**config.mk**
```make
export PLATFORM = sky130hd
export DESIGN_NAME = host_regs
export DESIGN_NICKNAME = d
export VERILOG_FILES = /design/src/kernel_pkg.sv /design/src/host_regs.sv
export VERILOG_INCLUDE_DIRS = /design/src
export SDC_FILE = /design/constraint.sdc
export NUM_CORES = 1
export LEC_CHECK = 0
export ABC_CLOCK_PERIOD_IN_PS = 4300
export BUFFER_PORTS_ARGS = -buffer_cell sky130_fd_sc_hd__clkbuf_2
export CORE_MARGIN = 10
export CORE_UTILIZATION = 30
export DETAILED_ROUTE_END_ITERATION = 12
export PLACE_DENSITY = 0.49
export SETUP_SLACK_MARGIN = 0.3
export SLEW_MARGIN = 40
export SYNTH_ARGS = -nofsm -noshare
export SYNTH_HDL_FRONTEND = slang
export SYNTH_SLANG_ARGS = --single-unit
```
**constraint.sdc**
```tcl
create_clock -name clk -period 4.3 [get_ports clk]
set_clock_uncertainty 0.2 [all_clocks]
set_input_delay 0.86 -clock clk [delete_from_list [all_inputs] [get_ports clk]]
set_output_delay 0.86 -clock clk [all_outputs]
set_load 0.03 [all_outputs]
```
**src/kernel_cfg.svh**
```systemverilog
`ifndef KERNEL_CFG_SVH
`define KERNEL_CFG_SVH

`define KERNEL_ADDR_W     64
`define KERNEL_DATA_W     128
`define KERNEL_ID_W       4
`define KERNEL_HOST_AW    15
`define KERNEL_BUF_WORDS  8   // 32-bit words in the staging buffer
`define KERNEL_LOG2_DEPTH 4   // 16 entries per queue

// fixed request attributes
`define KERNEL_AWID       1
`define KERNEL_ARID       2
`define KERNEL_BURST_INCR 1

`define REG_DATA0        15'h000  // word i sits at +4*i
`define REG_AW_PUSH      15'h020
`define REG_W_PUSH       15'h030
`define REG_AR_PUSH      15'h040
`define REG_B_STAT       15'h050
`define REG_B_POP        15'h054
`define REG_R_STAT       15'h060
`define REG_R_POP        15'h064
`define REG_LINK_RST_SET 15'h0c0
`define REG_LINK_RST_CLR 15'h0c4

`endif

```
**src/kernel_pkg.sv**
```systemverilog
`include "kernel_cfg.svh"

package kernel_pkg;

  // one host port access, sampled every clk
  typedef struct packed {
    logic                       en;
    logic [3:0]                 we;
    logic [`KERNEL_HOST_AW-1:0] addr;
    logic [31:0]                din;
  } host_req_t;

  // field order matches the buffer packing, addr in the low bits
  typedef struct packed {
    logic [2:0]                size;
    logic [`KERNEL_ADDR_W-1:0] addr;
  } aw_req_t;

  typedef struct packed {
    logic [2:0]                size;
    logic [`KERNEL_ADDR_W-1:0] addr;
  } ar_req_t;

  typedef struct packed {
    logic [`KERNEL_DATA_W/8-1:0] strb;
    logic [`KERNEL_DATA_W-1:0]   data;
  } w_beat_t;

  typedef struct packed {
    logic [`KERNEL_ID_W-1:0] id;
    logic [1:0]              resp;
  } b_resp_t;

  typedef struct packed {
    logic [`KERNEL_ID_W-1:0]   id;
    logic [1:0]                resp;
    logic [`KERNEL_DATA_W-1:0] data;
  } r_beat_t;

endpackage

```
**src/host_regs.sv**
```systemverilog
`timescale 1ns/1ps
`include "kernel_cfg.svh"

module host_regs
  import kernel_pkg::*;
(
  input  logic        clk,
  input  logic        rstn,
  input  host_req_t   host,
  output logic [31:0] host_dout,
  output logic        ocu_rstn,
  output logic        aw_push,
  output aw_req_t     aw_req,
  output logic        w_push,
  output w_beat_t     w_beat,
  output logic        ar_push,
  output ar_req_t     ar_req,
  output logic        b_pop,
  input  b_resp_t     b_head,
  input  logic        b_avail,
  output logic        r_pop,
  input  r_beat_t     r_head,
  input  logic        r_avail
);

  localparam int BUF_W  = `KERNEL_BUF_WORDS * 32;
  localparam int WIDX_W = $clog2(`KERNEL_BUF_WORDS);
  localparam logic [`KERNEL_HOST_AW-1:0] BUF_SPAN = `KERNEL_HOST_AW'(4 * `KERNEL_BUF_WORDS);

  logic [BUF_W-1:0]           data_buf;
  logic [`KERNEL_HOST_AW-1:0] word_off;
  logic [WIDX_W-1:0]          widx;
  logic                       is_word;
  logic                       wr_cycle;
  logic                       rd_cycle;
  logic                       hit_aw;
  logic                       hit_w;
  logic                       hit_ar;
  logic                       hit_bpop;
  logic                       hit_rpop;
  logic                       link_rstn_sw;
  logic [31:0]                rd_val;

  assign wr_cycle = host.en && (host.we != 4'b0);
  assign rd_cycle = host.en && (host.we == 4'b0);
  assign word_off = host.addr - `REG_DATA0;
  assign widx     = word_off[2 +: WIDX_W];
  assign is_word  = (word_off < BUF_SPAN) && (word_off[1:0] == 2'b00);

  assign hit_aw   = wr_cycle && (host.addr == `REG_AW_PUSH);
  assign hit_w    = wr_cycle && (host.addr == `REG_W_PUSH);
  assign hit_ar   = wr_cycle && (host.addr == `REG_AR_PUSH);
  // one pop per waiting entry, a pop already in flight blocks the next
  assign hit_bpop = wr_cycle && (host.addr == `REG_B_POP) && b_avail && !b_pop;
  assign hit_rpop = wr_cycle && (host.addr == `REG_R_POP) && r_avail && !r_pop;

  always_comb begin
    rd_val = '0;
    if (is_word) begin
      rd_val = data_buf[widx*32 +: 32];
    end else begin
      case (host.addr)
        `REG_B_STAT: rd_val = {31'b0, b_avail & ~b_pop};  // pending pop reads as gone
        `REG_R_STAT: rd_val = {31'b0, r_avail & ~r_pop};
        default:     rd_val = '0;
      endcase
    end
  end

  always_ff @(posedge clk or negedge rstn) begin
    if (!rstn) begin
      aw_push      <= 1'b0;
      w_push       <= 1'b0;
      ar_push      <= 1'b0;
      b_pop        <= 1'b0;
      r_pop        <= 1'b0;
      link_rstn_sw <= 1'b1;
      ocu_rstn     <= 1'b0;
      host_dout    <= '0;
    end else begin
      aw_push  <= hit_aw;
      w_push   <= hit_w;
      ar_push  <= hit_ar;
      b_pop    <= hit_bpop;
      r_pop    <= hit_rpop;
      ocu_rstn <= link_rstn_sw;  // link follows one edge behind
      if (wr_cycle && (host.addr == `REG_LINK_RST_SET)) link_rstn_sw <= 1'b0;
      else if (wr_cycle && (host.addr == `REG_LINK_RST_CLR)) link_rstn_sw <= 1'b1;
      if (rd_cycle) host_dout <= rd_val;
    end
  end

  always_ff @(posedge clk) begin
    if (wr_cycle && is_word) begin
      for (int i = 0; i < 4; i++) begin
        if (host.we[i]) data_buf[widx*32 + i*8 +: 8] <= host.din[i*8 +: 8];  // byte lanes
      end
    end
    if (hit_bpop) data_buf <= BUF_W'(b_head);
    if (hit_rpop) data_buf <= BUF_W'(r_head);
    if (hit_aw) aw_req <= aw_req_t'(data_buf[$bits(aw_req_t)-1:0]);
    if (hit_w) w_beat <= w_beat_t'(data_buf[$bits(w_beat_t)-1:0]);
    if (hit_ar) ar_req <= ar_req_t'(data_buf[$bits(ar_req_t)-1:0]);
  end

endmodule

```
**Yosys cells after proc, flatten, opt, wreduce, memory -nomap -nowiden**

Index checks and enable logic that the tools add are counted.

- Reductions and logical operators: 23
- Add/sub/neg operators: 7
- $lt $le $gt $ge: 1
- Bitwise logic cells: 4
- Shift operators: 9
- Multiplexer cells: 18
- Equal/unequal tests: 9

Operators by type and width:

| operator | count |
|---|---|
| 256-bit two-way mux | 7 |
| 256-bit bitwise mux | 4 |
| 8-bit by 34-bit variable shift with 256-bit output, first input constant | 4 |
| 8-bit by 34-bit indexed part select with 256-bit output | 4 |
| 134-bit two-way mux | 3 |
| 256-bit by 9-bit indexed part select with 32-bit output | 1 |
| 9-bit negator with 34-bit output | 3 |
| 15-bit by 7-bit equality test with 1-bit output, second input constant | 5 |
| 8-bit negator with 34-bit output | 1 |
| 32-bit two-way mux | 1 |
| 15-bit by 6-bit equality test with 1-bit output, second input constant | 2 |
| 15-bit by 8-bit equality test with 1-bit output, second input constant | 2 |
| 8-bit by 5-bit adder with 9-bit output, second input constant | 2 |
| 1-bit logical AND | 15 |
| 15-bit by 6-bit less-than comparator with 1-bit output, second input constant | 1 |
| 8-bit by 4-bit adder with 9-bit output, second input constant | 1 |
| 4-bit zero test | 1 |
| 4-bit nonzero test | 1 |
| 3-bit nonzero test | 1 |
| 1-bit AND | 2 |
| 1-bit zero test | 2 |
| 2-bit zero test | 1 |
| 1-bit two-way mux | 2 |
| 1-bit NOT | 2 |
| 3 further kinds | 3 |

- Flip-flop bits (word level): 573
- Logic and storage cells: 87
- Input port bits: 196
- Output and inout port bits: 316

**Longest topological paths before layout**

- Word-level depth: 16
- Gate-level depth with buffers: 11
- Gate-level depth less buffers: 7

**Least setup slack after synthesis**

OpenSTA, ideal clock, no wires.

- Path kind: input -> register
- Start point: in host[42] (netlist bit)
- End point: reg w_push
- Library setup time: 1.529 ns
- Path slack: -12.882 ns
- Path buffers: 1
- Data arrival time: 15.452 ns
- Cell stages on the path: 5
- Cell sequence: nor4_4 and2_1 clkbuf_1 nand4_1 nor4_1

- Word-level cells in the longest chain between the ends: 2

Ends and longest elaborated chain:

| element | line | source |
|---|---|---|
| start, declared | host_regs.sv:9 | `input host_req_t host,` |
| 15-bit by 6-bit equality test with 1-bit output (no source line) | - |  |
| 1-bit logical AND | host_regs.sv:51 | `` assign hit_w = wr_cycle && (host.addr == `REG_W_PUSH); `` |
| via hit_w | host_regs.sv:37 | `logic hit_w;` |
| end signal, assigned | host_regs.sv:82 | `w_push <= hit_w;` |
| end, declared | host_regs.sv:14 | `output logic w_push,` |

The timed path passes the listed nets, and every way through them passes these cells.
A chain may end at the register's enable or synchronous reset.

**Worst setup path after layout**

- Start point: in host[46] (netlist bit)
- End point: reg data_buf[128] (enable)

- Word-level cells in the longest chain between the ends: 5
- Elaborated cells between the ends (all ways): 12
- Those cells by class: 1 x order compare; 2 x eq/ne; 9 x reduce/logical

Ends and longest elaborated chain:

| element | line | source |
|---|---|---|
| branches (longest 4 deep; another with 15-bit by 6-bit less-than comparator with 1-bit output) | - |  |
| 3-bit nonzero test (no source line) (*) | - |  |
| end signal, assigned by index | host_regs.sv:96 | `if (host.we[i]) data_buf[widx*32 + i*8 +: 8] <= host.din[i*8 +: 8];` |
| end signal, assigned | host_regs.sv:99 | `if (hit_bpop) data_buf <= BUF_W'(b_head);` |
| end signal, assigned | host_regs.sv:100 | `if (hit_rpop) data_buf <= BUF_W'(r_head);` |
| end, declared | host_regs.sv:30 | `logic [BUF_W-1:0] data_buf;` |

Every way passes the cells marked *.

==> results.ini <==
[synth]
syn_nets = 1767
synth.mux.area_fraction_pct = 7.702
async_flop_share_pct = 6.806
yosys-top-cells-count = edfxtp_1 (412), o21ai_0 (149), nand4_1 (147)
avgSynthCellArea_um2 = 14.61
synth_top_area_share_pct = 54.09
synthTopCellsByArea = edfxtp_1 (54%), dfxtp_1 (11%), mux4_2 (6.3%)
ys_types = 55
ys.flop_type = edfxtp_1
synthAdderAreaFrac_pct = 0.3282
synthCells = 1565
synth_area_mm2 = 0.02287
synth-seq-area-share_pct = 69.04
synth-compound-area-share_pct = 12.22
ys_ff_latch = 573
synth_area_leader_cell = edfxtp_1
synth_edf_count = 412
yosys_warnings = 0
yosysMostFrequentCell = edfxtp_1
synthSimpleGateAreaFrac_pct = 7.774
synth_top_family_by_area = compound AO/OA/AOI/OAI gates
synth_xor_xnor_area_share_pct = 0

[die]
dieWidth_um = 296.1
core-area_mm2 = 0.07570
die_h_um = 296.1
rows = 101
start_util_pct = 30.22
ios = 512
die_area_mm2 = 0.08768

[placed_design]
dpl_cell_area_mm2 = 0.02670
port-buffer-count = 511
dp.cells = 2979
routabilityCongestion = 0.8645
dp_hpwl_um = 68150

[cells_and_area]
drive_above_1_share_pct = 35.41
area_growth_pct = 25.07
fin_nets = 2263
design_area_mm2 = 0.02860
fill_cells = 7177
final_cells = 3090
multi_input_area_mm2 = 0.006546
seq_area_mm2 = 0.01579

[timing]
final-setup-viol-count = 0
period_share_pct = 76.66
worst_slew_margin_rel_pct = 44.08
drv_slew = 0
min_period_ps = 3297
tns_ps = 0
tightestPinTransition_ps = 838.8
hold_viol_final = 0
whs_ps = 33.85
rsz0062_at_grt = no
max_freq_mhz = 303.3

[global_route]
grtUsageTotal_pct = 20.25
antenna_found_initial = 25
grt_pass1_wl_um = 128200
grt-ovfl-total = 0
grt_pass1_vias = 16730
grt_max_degree = 123

[drt]
firstDrtPassIters = 5
totalWireLength_um = 93120
post-route-drc-count = 0
drt_iter0_markers = 2059
wire_per_inst_um = 30.13
postRouteAntennaNets = 0
via_count = 16980
routed_via_density = 5.494

[clock_network]
cts_setup_buffers = 0
cts-root-buf = clkbuf_16
clk_pin_slew_ps = 60
clk_latency_ps = 620
numCtsBuffers = 58
postCtsHoldBufs = 0
tritoncts = yes
cts_buffer_depth = 3
clock-sinks = 573
cts.htree.levels = 2
post_cts_resized = 0

[worst_setup_path]
cp.required_ps = 4430
worstSetupEndpointType = register
cp_top_family = simple AND/OR/NAND/NOR gates
worst_path_max_delay_cell = nand3_1
path_cells = clkbuf_2 > nor4_4 > buf_4 > and3_1 > nand3_1 > o21ai_0 > buf_4
start_kind = primary input
critPathMaxFanout = 16
crit_buf_inv = 3
crit_top_cell = buf_4
critPathMaxStageDelay_ps = 630
cp.arrival_ps = 3430
critical_path_class = primary input to register
reg2reg_slack_ps = 1490

[pwr]
ir_drop_v = 0.0003311
power_density_mw_per_mm2 = 397.7
power_leakage_nw = 8.972

[job]
drv_cap = 0

[worst_hold_path]
hp-class = primary input to async pin

[status]
outcome = completed

[layout make-up]
class                   instances  share of cell area (%)
flip-flops and latches        573                   55.21
multi-input cells             850                   22.89
repair buffers                572                   10.93
clock buffers                  71                   5.424
well taps                     978                   4.278
clock inverters                32                   1.120
inverters                       6                 0.08748
diodes                          8                 0.06999
[flip-flops by register name, summed over array words and instances (netlist names)]
name          flops
data_buf        256
w_beat          144
ar_req           67
aw_req           67
host_dout        32
ar_push           1
aw_push           1
b_pop             1
link_rstn_sw      1
ocu_rstn          1
r_pop             1
w_push            1
[report_power, final]
group          internal [mW]  switching, mW
clock network           2.91           2.17
registers               5.85       0.000161
logic                  0.143          0.312
total                   8.90           2.48
[worst paths after layout]
| kind | startpoint | depth (start not counted) | endpoint |
|---|---|---|---|
| max reg2reg | r_pop | 5 | data_buf[17] |
| min reg2reg | link_rstn_sw | 0 | ocu_rstn |
| max | host[46] | 7 | data_buf[128] |
| min in group clk | link_rstn_sw | 0 | ocu_rstn |
| min | rstn | 1 | host_dout[17] |
| max in group asynchronous | rstn | 2 | link_rstn_sw |
[metal layers]
layer  track usage [%]  part of all wire (%)  vias to the layer above
li1                  -                     -                     7278
met1             25.77                    39                     8650
met2             33.55                    48                      870
met3             5.620                   9.8                      145
met4             5.298                   2.4                       34
met5                 0                  0.22                        -
[cell families after synthesis]
logic type                 count (synthesis)
muxes                                     96
AOI/OAI and AO/OA                        442
and+or+nand+nor                          306
buffers and inverters                    142
adders and majority gates                  6
DFF                                      573
[metrics by stage]
step / util, % / setup WS [ps] / power (mW)
global placement: 35.27 / 472.4 / 6.413
floorplan: - / -2724 / 6.138
global route: 37.79 / 853.7 / 11.70
CTS: 37.74 / 1054 / 11.47
finish: 37.79 / 1003 / 11.38
detailed placement: 35.27 / 393.7 / 6.413
[layout by cell type, fill, tap and decap left out, types with 9 or more instances in the layout]
cell type  count
clkbuf_2     508
edfxtp_1     412
nand4_1      147
o21ai_0      146
a21oi_1      123
dfxtp_1      122
o2bb2ai_1    120
nand2_1       79
mux4_2        64
clkbuf_16     59
buf_4         54
dfrtp_1       38
mux2i_1       32
o21ai_1       20
and4_1        18
clkinv_1      12
clkbuf_1       9
No activity file was read; power rests on OpenSTA's default activity.
